**src/hdl/uart_cfg_pkg.sv**
```systemverilog
`default_nettype none

package uart_cfg_pkg;

    localparam int PAYLOAD_BITS = 8;
    localparam int CLKS_PER_BIT = 16;  // Kept small for short runs.
    localparam int FIFO_DEPTH   = 8;
    localparam int LEVEL_BITS   = 4;   // Counts 0 to FIFO_DEPTH.
    localparam int PTR_BITS     = 3;

    // Start bit, payload, stop bit.
    localparam int FRAME_BITS   = PAYLOAD_BITS + 2;
    localparam int BIT_CNT_BITS = 4;
    localparam int CLK_CNT_BITS = 4;

endpackage

`default_nettype wire

```
**src/hdl/uart_bus_pkg.sv**
```systemverilog
`default_nettype none

package uart_bus_pkg;

    localparam logic [3:0] REG_DATA   = 4'h0;
    localparam logic [3:0] REG_STATUS = 4'h4;

    localparam int ST_TX_FULL   = 0;
    localparam int ST_RX_EMPTY  = 1;
    localparam int ST_FRAME_ERR = 2;
    localparam int ST_OVERRUN   = 3;
    localparam int ST_TX_LEVEL  = 8;   // Low bit of the 4-bit field.
    localparam int ST_RX_LEVEL  = 16;  // Low bit of the 4-bit field.

    // Flags a data read that found the receive queue empty.
    localparam int RD_EMPTY_FLAG = 8;

    typedef enum logic [1:0] {
        IDLE,
        DECODE,
        WAIT_SPACE,
        RESPOND
    } bus_state_t;

endpackage

`default_nettype wire

```
**src/hdl/byte_chan_if.sv**
```systemverilog
`timescale 1ns/1ps
`default_nettype none

interface byte_chan_if;
    import uart_cfg_pkg::*;

    logic [PAYLOAD_BITS-1:0] data;
    logic                    valid;
    logic                    ready;
    logic [LEVEL_BITS-1:0]   level;  // Always driven by the path side.

    modport producer (
        output data, valid, level,
        input  ready
    );

    modport consumer (
        input  data, valid,
        output ready, level
    );

endinterface

`default_nettype wire

```
**src/hdl/byte_fifo.sv**
```systemverilog
`timescale 1ns/1ps
`default_nettype none

module byte_fifo (
    input  logic                                  clk,
    input  logic                                  reset,
    input  logic                                  push,
    input  logic                                  pop,
    input  logic [uart_cfg_pkg::PAYLOAD_BITS-1:0] push_data,
    output logic [uart_cfg_pkg::PAYLOAD_BITS-1:0] pop_data,
    output logic                                  full,
    output logic                                  empty,
    output logic [uart_cfg_pkg::LEVEL_BITS-1:0]   level
);
    import uart_cfg_pkg::*;

    logic [PAYLOAD_BITS-1:0] mem [FIFO_DEPTH];
    logic [PTR_BITS-1:0]     wr_ptr;   // Wraps at FIFO_DEPTH.
    logic [PTR_BITS-1:0]     rd_ptr;
    logic [LEVEL_BITS-1:0]   count;
    logic                    do_push;
    logic                    do_pop;

    assign do_push  = push && !full;   // Push on full is dropped.
    assign do_pop   = pop && !empty;
    assign full     = (count == LEVEL_BITS'(FIFO_DEPTH));
    assign empty    = (count == '0);
    assign level    = count;
    assign pop_data = mem[rd_ptr];     // Head shown without a pop.

    always_ff @(posedge clk) begin
        if (do_push) begin
            mem[wr_ptr] <= push_data;
        end
    end

    always_ff @(posedge clk) begin
        if (reset) begin
            wr_ptr <= '0;
            rd_ptr <= '0;
            count  <= '0;
        end else begin
            if (do_push) begin
                wr_ptr <= wr_ptr + 1'b1;
            end
            if (do_pop) begin
                rd_ptr <= rd_ptr + 1'b1;
            end
            case ({do_push, do_pop})
                2'b10:   count <= count + 1'b1;
                2'b01:   count <= count - 1'b1;
                default: count <= count;
            endcase
        end
    end

endmodule

`default_nettype wire

```
**src/hdl/uart_tx_path.sv**
```systemverilog
`timescale 1ns/1ps
`default_nettype none

module uart_tx_path (
    input  logic          clk,
    input  logic          reset,
    byte_chan_if.consumer chan,
    output logic          tx
);
    import uart_cfg_pkg::*;

    typedef enum logic {TX_IDLE, TX_SEND} tx_state_t;

    tx_state_t               state;
    logic [PAYLOAD_BITS-1:0] fifo_data;
    logic                    fifo_empty;
    logic                    fifo_full;
    logic [PAYLOAD_BITS:0]   shreg;      // Data bits, then the stop bit.
    logic [CLK_CNT_BITS-1:0] clk_cnt;
    logic [BIT_CNT_BITS-1:0] bit_cnt;
    logic                    bit_end;
    logic                    frame_end;
    logic                    load;

    byte_fifo u_fifo (
        .clk       (clk),
        .reset     (reset),
        .push      (chan.valid),
        .pop       (load),
        .push_data (chan.data),
        .pop_data  (fifo_data),
        .full      (fifo_full),
        .empty     (fifo_empty),
        .level     (chan.level)
    );

    assign chan.ready = !fifo_full;

    assign bit_end   = (state == TX_SEND) && (clk_cnt == CLK_CNT_BITS'(CLKS_PER_BIT - 1));
    assign frame_end = bit_end && (bit_cnt == BIT_CNT_BITS'(FRAME_BITS - 1));
    // Next frame starts right after the stop bit when data is waiting.
    assign load      = ((state == TX_IDLE) || frame_end) && !fifo_empty;

    always_ff @(posedge clk) begin
        if (reset) begin
            state   <= TX_IDLE;
            tx      <= 1'b1;
            clk_cnt <= '0;
            bit_cnt <= '0;
        end else if (load) begin
            state   <= TX_SEND;
            tx      <= 1'b0;             // Start bit.
            clk_cnt <= '0;
            bit_cnt <= '0;
        end else if (frame_end) begin
            state   <= TX_IDLE;
            tx      <= 1'b1;
        end else if (bit_end) begin
            clk_cnt <= '0;
            bit_cnt <= bit_cnt + 1'b1;
            tx      <= shreg[0];         // LSB first.
        end else if (state == TX_SEND) begin
            clk_cnt <= clk_cnt + 1'b1;
        end
    end

    always_ff @(posedge clk) begin
        if (load) begin
            shreg <= {1'b1, fifo_data};
        end else if (bit_end) begin
            shreg <= {1'b1, shreg[PAYLOAD_BITS:1]};
        end
    end

endmodule

`default_nettype wire

```
**src/hdl/uart_rx_path.sv**
```systemverilog
`timescale 1ns/1ps
`default_nettype none

module uart_rx_path (
    input  logic          clk,
    input  logic          reset,
    input  logic          rx,
    byte_chan_if.producer chan,
    output logic          frame_err_pulse,
    output logic          overrun_pulse
);
    import uart_cfg_pkg::*;

    typedef enum logic [1:0] {RX_IDLE, RX_START, RX_DATA, RX_STOP} rx_state_t;

    rx_state_t               state;
    logic                    rx_meta;
    logic                    rx_sync;
    logic                    rx_prev;
    logic                    start_edge;
    logic                    half_bit;
    logic                    full_bit;
    logic                    stop_sample;
    logic                    push;
    logic                    fifo_empty;
    logic                    fifo_full;
    logic [PAYLOAD_BITS-1:0] shreg;
    logic [CLK_CNT_BITS-1:0] clk_cnt;
    logic [BIT_CNT_BITS-1:0] bit_cnt;

    byte_fifo u_fifo (
        .clk       (clk),
        .reset     (reset),
        .push      (push),
        .pop       (chan.ready),
        .push_data (shreg),
        .pop_data  (chan.data),
        .full      (fifo_full),
        .empty     (fifo_empty),
        .level     (chan.level)
    );

    assign chan.valid = !fifo_empty;

    always_ff @(posedge clk) begin
        if (reset) begin
            rx_meta <= 1'b1;             // Line idles high.
            rx_sync <= 1'b1;
            rx_prev <= 1'b1;
        end else begin
            rx_meta <= rx;
            rx_sync <= rx_meta;
            rx_prev <= rx_sync;
        end
    end

    // Edge only, so a line held low after a bad stop bit does not retrigger.
    assign start_edge  = rx_prev && !rx_sync;
    assign half_bit    = (clk_cnt == CLK_CNT_BITS'(CLKS_PER_BIT / 2 - 1));
    assign full_bit    = (clk_cnt == CLK_CNT_BITS'(CLKS_PER_BIT - 1));
    assign stop_sample = (state == RX_STOP) && full_bit;
    assign push        = stop_sample && rx_sync && !fifo_full;

    always_ff @(posedge clk) begin
        if (reset) begin
            state           <= RX_IDLE;
            clk_cnt         <= '0;
            bit_cnt         <= '0;
            frame_err_pulse <= 1'b0;
            overrun_pulse   <= 1'b0;
        end else begin
            frame_err_pulse <= stop_sample && !rx_sync;
            overrun_pulse   <= stop_sample && rx_sync && fifo_full;
            clk_cnt         <= clk_cnt + 1'b1;
            case (state)
                RX_IDLE: begin
                    clk_cnt <= '0;
                    if (start_edge) begin
                        state <= RX_START;
                    end
                end
                RX_START: begin
                    if (half_bit) begin      // Mid start bit.
                        clk_cnt <= '0;
                        bit_cnt <= '0;
                        state   <= rx_sync ? RX_IDLE : RX_DATA;
                    end
                end
                RX_DATA: begin
                    if (full_bit) begin
                        clk_cnt <= '0;
                        bit_cnt <= bit_cnt + 1'b1;
                        if (bit_cnt == BIT_CNT_BITS'(PAYLOAD_BITS - 1)) begin
                            state <= RX_STOP;
                        end
                    end
                end
                RX_STOP: begin
                    if (full_bit) begin
                        state <= RX_IDLE;
                    end
                end
                default: state <= RX_IDLE;
            endcase
        end
    end

    always_ff @(posedge clk) begin
        if ((state == RX_DATA) && full_bit) begin
            shreg <= {rx_sync, shreg[PAYLOAD_BITS-1:1]};  // LSB arrives first.
        end
    end

endmodule

`default_nettype wire

```
**src/hdl/uart_bus_regs.sv**
```systemverilog
`timescale 1ns/1ps
`default_nettype none

module uart_bus_regs (
    input  logic          clk,
    input  logic          reset,
    input  logic          read,
    input  logic          write,
    input  logic [3:0]    address,
    input  logic [31:0]   write_data,
    output logic [31:0]   read_data,
    output logic          response,
    byte_chan_if.producer tx_chan,
    byte_chan_if.consumer rx_chan,
    input  logic          frame_err_pulse,
    input  logic          overrun_pulse
);
    import uart_cfg_pkg::*;
    import uart_bus_pkg::*;

    bus_state_t              state;
    logic                    req_read;
    logic [3:0]              req_addr;
    logic [PAYLOAD_BITS-1:0] req_byte;
    logic                    accept;
    logic                    data_write;
    logic                    data_read;
    logic                    status_read;
    logic                    frame_err_flag;
    logic                    overrun_flag;
    logic [31:0]             status_word;

    assign accept      = (read || write) && ((state == IDLE) || (state == RESPOND));
    assign data_write  = (state == DECODE) && !req_read && (req_addr == REG_DATA);
    assign data_read   = (state == DECODE) && req_read && (req_addr == REG_DATA);
    assign status_read = (state == DECODE) && req_read && (req_addr == REG_STATUS);

    assign tx_chan.data  = req_byte;
    assign tx_chan.valid = data_write || (state == WAIT_SPACE);
    assign rx_chan.ready = data_read && rx_chan.valid;  // Pop the head.
    assign response      = (state == RESPOND);

    always_comb begin
        status_word                               = '0;
        status_word[ST_TX_FULL]                   = !tx_chan.ready;
        status_word[ST_RX_EMPTY]                  = !rx_chan.valid;
        status_word[ST_FRAME_ERR]                 = frame_err_flag;
        status_word[ST_OVERRUN]                   = overrun_flag;
        status_word[ST_TX_LEVEL +: LEVEL_BITS]    = tx_chan.level;
        status_word[ST_RX_LEVEL +: LEVEL_BITS]    = rx_chan.level;
    end

    always_ff @(posedge clk) begin
        if (reset) begin
            state <= IDLE;
        end else begin
            case (state)
                IDLE, RESPOND: state <= accept ? DECODE : IDLE;
                DECODE: begin
                    if (data_write && !tx_chan.ready) begin
                        state <= WAIT_SPACE;     // Hold the write until space.
                    end else begin
                        state <= RESPOND;
                    end
                end
                WAIT_SPACE: begin
                    if (tx_chan.ready) begin
                        state <= RESPOND;
                    end
                end
                default: state <= IDLE;
            endcase
        end
    end

    always_ff @(posedge clk) begin
        if (accept) begin
            req_read <= read && !write;          // Write wins a double strobe.
            req_addr <= address;
            req_byte <= write_data[PAYLOAD_BITS-1:0];
        end
    end

    always_ff @(posedge clk) begin
        if ((state == DECODE) && req_read) begin
            read_data <= '0;
            if (data_read) begin
                if (rx_chan.valid) begin
                    read_data[PAYLOAD_BITS-1:0] <= rx_chan.data;
                end else begin
                    read_data[RD_EMPTY_FLAG] <= 1'b1;
                end
            end else if (status_read) begin
                read_data <= status_word;
            end
        end
    end

    // Sticky flags; a new event beats the clear.
    always_ff @(posedge clk) begin
        if (reset) begin
            frame_err_flag <= 1'b0;
            overrun_flag   <= 1'b0;
        end else begin
            frame_err_flag <= frame_err_pulse || (frame_err_flag && !status_read);
            overrun_flag   <= overrun_pulse || (overrun_flag && !status_read);
        end
    end

endmodule

`default_nettype wire

```
**src/hdl/uart_periph.sv**
```systemverilog
`timescale 1ns/1ps
`default_nettype none

module uart_periph (
    input  logic        clk,
    input  logic        reset,
    input  logic        rx,
    output logic        tx,
    input  logic        read,
    input  logic        write,
    input  logic [3:0]  address,
    input  logic [31:0] write_data,
    output logic [31:0] read_data,
    output logic        response
);

    logic frame_err_pulse;
    logic overrun_pulse;

    byte_chan_if tx_chan ();
    byte_chan_if rx_chan ();

    uart_bus_regs u_regs (
        .clk             (clk),
        .reset           (reset),
        .read            (read),
        .write           (write),
        .address         (address),
        .write_data      (write_data),
        .read_data       (read_data),
        .response        (response),
        .tx_chan         (tx_chan.producer),
        .rx_chan         (rx_chan.consumer),
        .frame_err_pulse (frame_err_pulse),
        .overrun_pulse   (overrun_pulse)
    );

    uart_tx_path u_tx (
        .clk   (clk),
        .reset (reset),
        .chan  (tx_chan.consumer),
        .tx    (tx)
    );

    uart_rx_path u_rx (
        .clk             (clk),
        .reset           (reset),
        .rx              (rx),
        .chan            (rx_chan.producer),
        .frame_err_pulse (frame_err_pulse),
        .overrun_pulse   (overrun_pulse)
    );

endmodule

`default_nettype wire

```
**config.mk**
```make
export PLATFORM = sky130hd
export DESIGN_NAME = uart_periph
export DESIGN_NICKNAME = d
export VERILOG_FILES = /design/src/hdl/uart_cfg_pkg.sv /design/src/hdl/uart_bus_pkg.sv /design/src/hdl/byte_chan_if.sv /design/src/hdl/byte_fifo.sv /design/src/hdl/uart_tx_path.sv /design/src/hdl/uart_rx_path.sv /design/src/hdl/uart_bus_regs.sv /design/src/hdl/uart_periph.sv
export SDC_FILE = /design/constraint.sdc
export NUM_CORES = 1
export LEC_CHECK = 0
export BUFFER_PORTS_ARGS = -buffer_cell sky130_fd_sc_hd__buf_2
export CORE_ASPECT_RATIO = 0.6
export CORE_UTILIZATION = 45
export CTS_CLUSTER_SIZE = 8
export DETAILED_ROUTE_END_ITERATION = 12
export PLACE_DENSITY = 0.65
export SYNTH_ARGS = -nofsm -noshare
export SYNTH_HDL_FRONTEND = slang
export SYNTH_SLANG_ARGS = --single-unit
```
**constraint.sdc**
```tcl
create_clock -name clk -period 2.9 [get_ports clk]
set_input_delay 0.29 -clock clk [delete_from_list [all_inputs] [get_ports clk]]
set_output_delay 0.29 -clock clk [all_outputs]
set_load 0.01 [all_outputs]
```
# --- After elaboration in Yosys (flattened, before gate mapping) ---
# Memories as Yosys holds them, arrays and structs flattened. A register that Yosys moved wholly into a read port is not among the register bits.
# Cells that the tools add are included.
op_classes:
  addsub: 12
  n_eq_ne: 24
  muxes: 40
  bitwise_logic: 3
  reduce_logical: 58
ops:
  columns: ["cell", "n"]
  rows:
  - ["1-bit logical AND", 25]
  - ["4-bit by 1-bit adder with 4-bit output, second input constant", 6]
  - ["4-bit two-way mux", 6]
  - ["8-bit two-way mux", 3]
  - ["4-bit case mux with 2 select lines", 3]
  - ["4-bit equality test, second input constant", 5]
  - ["9-bit two-way mux", 2]
  - ["2-bit two-way mux", 7]
  - ["3-bit by 1-bit adder with 3-bit output, second input constant", 4]
  - ["2-bit equality test, second input constant", 6]
  - ["4-bit by 3-bit equality test with 1-bit output, second input constant", 3]
  - ["4-bit zero test", 3]
  - ["1-bit two-way mux", 12]
  - ["3-bit two-way mux", 4]
  - ["4-bit case mux with 3 select lines", 1]
  - ["2-bit nonzero test", 6]
  - ["2-bit by 1-bit inequality test with 1-bit output, second input constant", 5]
  - ["2-bit by 1-bit equality test with 1-bit output, second input constant", 4]
  - ["1-bit zero test", 8]
  - ["2-bit case mux with 4 select lines", 1]
  - ["4-bit by 1-bit subtractor with 4-bit output, second input constant", 2]
  - ["1-bit logical OR", 6]
  - ["2-bit case mux with 3 select lines", 1]
  - ["2-bit OR reduction", 3]
  - ["7 further kinds", 11]
word_totals:
  ff_bits: 110
  mem_bits_rw: 128
  input_bits: 41
  out_inout_bits: 34
  memories: 2
mem_list:
  columns: ["name", "words", "width", "read_ports", "rd_ports_with_merged_regs", "write_ports", "line", "text"]
  rows:
  - ["u_rx.u_fifo.mem", 8, 8, 1, 1, 1, "byte_fifo.sv:17", "logic [PAYLOAD_BITS-1:0] mem [FIFO_DEPTH];"]
  - ["u_tx.u_fifo.mem", 8, 8, 1, 1, 1, "byte_fifo.sv:17", null]

# --- Depth between registers and ports, before layout ---
logic_depth:
  depth_word: 8
  mapped_depth: 13
  mapped_depth_nobuf: 12

# --- Least setup slack after synthesis ---
# No wires, ideal clock.
synth_path:
  path_kind: "register to register"
  from: "reg u_regs.state[1]"
  to: "reg u_rx.u_fifo.count[2] (netlist: u_rx.u_fifo.level[2])"
  setup_time_ns: 0.070
  arrival_time_ns: 2.709
  slack_ns: 0.120
  stages_incl_launch_ff: 14
  n_path_buf: 1
  synth_period_minus_slack_ns: 2.780
  path_cell_list: "dfxtp_1 inv_1 ha_1 and2_1 clkbuf_1 nand4bb_1 inv_1 ha_1 xor2_1 ha_1 a21oi_1 xor2_1 or3_1 a21oi_1"
synth_between:
  elab_chain_len: 7
synth_rtl:
  columns: ["item", "line", "text"]
  rows:
  - ["start: declaration", "uart_bus_regs.sv:21", "bus_state_t state;"]
  - ["start signal: assignment", "uart_bus_regs.sv:58", "IDLE, RESPOND: state <= accept ? DECODE : IDLE;"]
  - ["2-bit by 1-bit equality test with 1-bit output (*)", "uart_bus_regs.sv:35", "assign data_read = (state == DECODE) && req_read && (req_addr == REG_DATA);"]
  - ["1-bit logical AND (*) (2 in a row)", "uart_bus_regs.sv:35", null]
  - ["1-bit logical AND (*)", "uart_bus_regs.sv:40", "assign rx_chan.ready = data_read && rx_chan.valid;"]
  - ["1-bit logical AND (*)", "byte_fifo.sv:25", "assign do_pop = pop && !empty;"]
  - ["via u_rx.u_fifo.do_pop", "byte_fifo.sv:22", "logic do_pop;"]
  - ["2-bit by 1-bit equality test with 1-bit output or 2-bit equality test (tied branches)", "byte_fifo.sv:49", "case ({do_push, do_pop})"]
  - ["4-bit case mux with 2 select lines or 2-bit nonzero test (tied branches)", null, null]
  - ["end signal: assignment", "byte_fifo.sv:50", "2'b10: count <= count + 1'b1;"]
  - ["end signal: assignment", "byte_fifo.sv:51", "2'b01: count <= count - 1'b1;"]
  - ["end signal: assignment", "byte_fifo.sv:52", "default: count <= count;"]
  - ["end: declaration", "byte_fifo.sv:20", "logic [LEVEL_BITS-1:0] count;"]
# Mark *: on every way through the listed nets, which the timed path passes. The rest lies on a longest branch.
# A chain may end at the register's enable or synchronous reset.

# --- Worst setup path after layout ---
layout_path:
  from: "reg u_regs.state[1]"
  to: "reg u_tx.u_fifo.count[2] (netlist: u_tx.u_fifo.level[2])"
layout_between:
  elab_chain_len: 7
layout_rtl:
  columns: ["item", "line", "text"]
  rows:
  - ["2-bit by 1-bit equality test with 1-bit output", "uart_bus_regs.sv:34", "assign data_write = (state == DECODE) && !req_read && (req_addr == REG_DATA);"]
  - ["1-bit logical AND (2 in a row)", "uart_bus_regs.sv:34", null]
  - ["1-bit logical OR (*)", "uart_bus_regs.sv:39", "assign tx_chan.valid = data_write || (state == WAIT_SPACE);"]
  - ["1-bit logical AND (*)", "byte_fifo.sv:24", "assign do_push = push && !full;"]
  - ["2-bit by 1-bit equality test with 1-bit output or 2-bit equality test (tied branches)", "byte_fifo.sv:49", null]
  - ["4-bit case mux with 2 select lines or 2-bit nonzero test (tied branches)", null, null]
  - ["end signal: assignment", "byte_fifo.sv:50", null]
  - ["end signal: assignment", "byte_fifo.sv:51", null]
  - ["end signal: assignment", "byte_fifo.sv:52", null]
  - ["end: declaration", "byte_fifo.sv:20", null]
# Every way passes the cells marked *; elsewhere a longest branch is shown, timed or not.

==> metrics.yaml <==
synth-main-ff-cell: "edfxtp_1"
port_buffers: 34
pin_count: 75
cts_sinks: 228
status: "finished clean"
gr-usage-all-layers_pct: 17.7
wire_per_inst_um: 18.8
powerDensity_nw_per_um2: 863
crit_family: "simple AND/OR/NAND/NOR gates"
path_common_cell: "ha_1"
leakagePower_uw: 0.00381
antenna_found_initial: 0
htree_levels: 2
first_iter_violations: 509
grt_overflow_total: 0
drive_above_1_share_pct: 21.2
ys_ff_latch: 228
hold_viol_final: 0
cp_slowest_cell: "dfxtp_1"
fp.dieW_um: 189
finalCritPeriodShare_pct: 90.3
crit_chain: "inv_1 > ha_1 > nor3b_2 > a21o_1 > nand2_2 > ha_1 > xor2_1 > ha_1 > a21oi_1 > xor2_1 > or3_1 > a21oi_1"
ir_drop_mv: 0.445
cts_resized: 0
critPathMaxFanout: 10
grt_pass1_wl_mm: 29.1
critPathArrivalTime_ns: 3.01
maxCapViolCount: 0
synth_seq_area_share_pct: 66.6
viasPerCell: 5.38
hpwlAfterDp_mm: 12.4
required_ns: 3.30
ant_nets: 0
crit_path_max_incr_delay_ns: 0.33
cp-start-kind: "flop"
tns_ns: 0
ys_types: 70
clock_latency_ns: 0.48
wirelength_mm: 18.6
cts_root_buf: "clkbuf_16"
grt_setup_unrepaired: "no"
yosysWarningCount: 0
initial_core_util_pct: 46.6
fillers: 1590
slew_viol_final: 0
hold_path_class: "input port to flop"
avgSynthCellArea_um2: 15.4
holdWs_ns: 0.0212
coreArea_um2: 20300
die_y_um: 114
path_buf_inv: 1
setup_viol: 0
crit_type: "flop to flop"
drc: 0
grt_pass1_vias: 5291
holdBufCountCts: 11
postCtsSetupRepairBufs: 0
cts_tree: "yes"
fin_total_pwr_uw: 9530
nNetsFinal: 757
grt_max_degree: 41
insertedDiodeCount: 0
max_slew_margin_pct: 31.0
fp-row-count: 40
dr.pass1.iters: 5
synth_cells: 614
clkTransAtPathRegs_ns: 0.05
tightest_slew_ns: 1.02
fin_skew_ns: 0.0160
syn_to_final_growth_pct: 16.8
end_kind: "flop"
clock_path_buffers: 3
async_reset_ff_share_pct: 0
final.min_clock_period_ns: 2.62
vias: 5318
dieArea_um2: 21600
routabilityCongestion: 0.767
cts_buffers: 34
synthesis.area_um2: 9450
fmax_mhz: 382
synth-edff-count: 173
[state kept, by name, summed over array words and instances, names as in the netlist, 2 cells and up, named ones only]
register             cells
u_tx.u_fifo.mem         64
u_tx.shreg               8
u_tx.clk_cnt             4
u_regs.read_data        16
u_rx.bit_cnt             4
u_tx.u_fifo.wr_ptr       3
u_tx.bit_cnt             4
u_regs.state             2
u_rx.u_fifo.mem         64
u_rx.u_fifo.rd_ptr       3
u_regs.tx_chan.data      8
u_rx.u_fifo.level        4
u_tx.u_fifo.rd_ptr       3
u_regs.req_addr          4
u_tx.u_fifo.level        4
u_rx.u_fifo.wr_ptr       3
u_rx.shreg               8
u_rx.clk_cnt             4
[Yosys cell counts, types with 4 or more instances]
cell type,n,share of area [%]
a311oi_1,4,0.37
clkbuf_1,7,0.28
nand2_1,17,0.68
buf_4,21,1.7
nor2_1,38,1.5
nand3_1,9,0.48
nor2b_1,7,0.46
mux2i_1,24,2.5
and2_1,8,0.53
buf_2,9,0.48
o21ai_0,15,0.79
ha_1,23,3.0
nand2b_1,7,0.46
mux4_2,32,7.6
dfxtp_1,55,12
a21oi_1,41,2.2
nor4_1,4,0.26
nor3_1,12,0.64
nor4b_1,4,0.37
nand4_1,4,0.26
inv_1,14,0.56
nand3b_1,6,0.48
edfxtp_1,173,55
xor2_1,8,0.74
or3_1,7,0.46
[kinds of logic after synthesis]
logic type | after synthesis | synth area share, %
buffers and inverters | 58 | 3.60
muxes | 58 | 10.4
xor gates and xnor gates | 11 | 1.02
AOI/OAI and AO/OA | 82 | 5.29
adders and majority gates | 23 | 3.04
other | 1 | 0.0397
DFF | 228 | 66.6
and+or+nand+nor | 153 | 9.99
[metal layers]
layer	part of all wire [%]	GRT usage [%]	vias up
met1	48	26.1	2626
met5	0	0	-
met3	5.9	3.31	29
li1	-	-	2503
met2	44	26.9	160
met4	1.8	5.32	0
[placed cells by master, fill, tap and decap left out, drive strengths merged, types with 6 or more instances in the layout]
master	Yosys	layout
nand3	9	9
edfxtp	173	173
conb	1	16
ha	23	23
nand3b	6	6
nor2b	7	7
mux4	32	32
or3	7	7
nor3	14	14
xor2	8	8
nor4	6	6
mux2i	24	24
dfxtp	55	55
nand2	18	18
nor2	39	39
clkbuf	8	58
o21ai	18	18
inv	14	15
buf	36	61
dlygate4sd3	0	11
nand2b	8	8
a21oi	41	41
and2	9	9
[final timing paths]
check | from | to | slack (ns) | cells after the start
max | u_regs.state[1] | u_tx.u_fifo.level[2] | 0.28 | 12
max reg2reg | u_regs.state[1] | u_tx.u_fifo.level[2] | 0.28 | 12
min reg2reg | u_rx.rx_meta | u_rx.rx_sync | 0.44 | 1
min | address[2] | u_regs.req_addr[2] | 0.02 | 1
[stage by stage]
step / utilization, % / worst slack [ns] / cells / area [um^2]
floorplan: - / 0.120 / 629 / 9510
global placement: 49.0 / 0.374 / 919 / 9940
detailed placement: 49.0 / 0.310 / 919 / 9940
CTS: 54.5 / 0.286 / 989 / 11000
global route: 54.5 / 0.0337 / 989 / 11000
finish: 54.5 / 0.282 / 989 / 11000
[power by group]
group / internal (uW) / switching [uW] / leakage, uW
combinational: 687 / 919 / 0.00132
sequential: 4020 / 324 / 0.00202
clock: 2280 / 1300 / 0.000474
total: 6990 / 2540 / 0.00381
[layout make-up]
type / instances / area, um^2 / area share [%]
clock inverters: 1 / 8.76 / 0.0793
clock buffers: 58 / 983 / 8.91
multi-input cells: 343 / 2870 / 26.0
inverters: 14 / 52.6 / 0.476
well taps: 273 / 342 / 3.09
repair buffers: 72 / 483 / 4.38
flip-flops and latches: 228 / 6300 / 57.0
No activity file was read; power rests on OpenSTA's default activity.
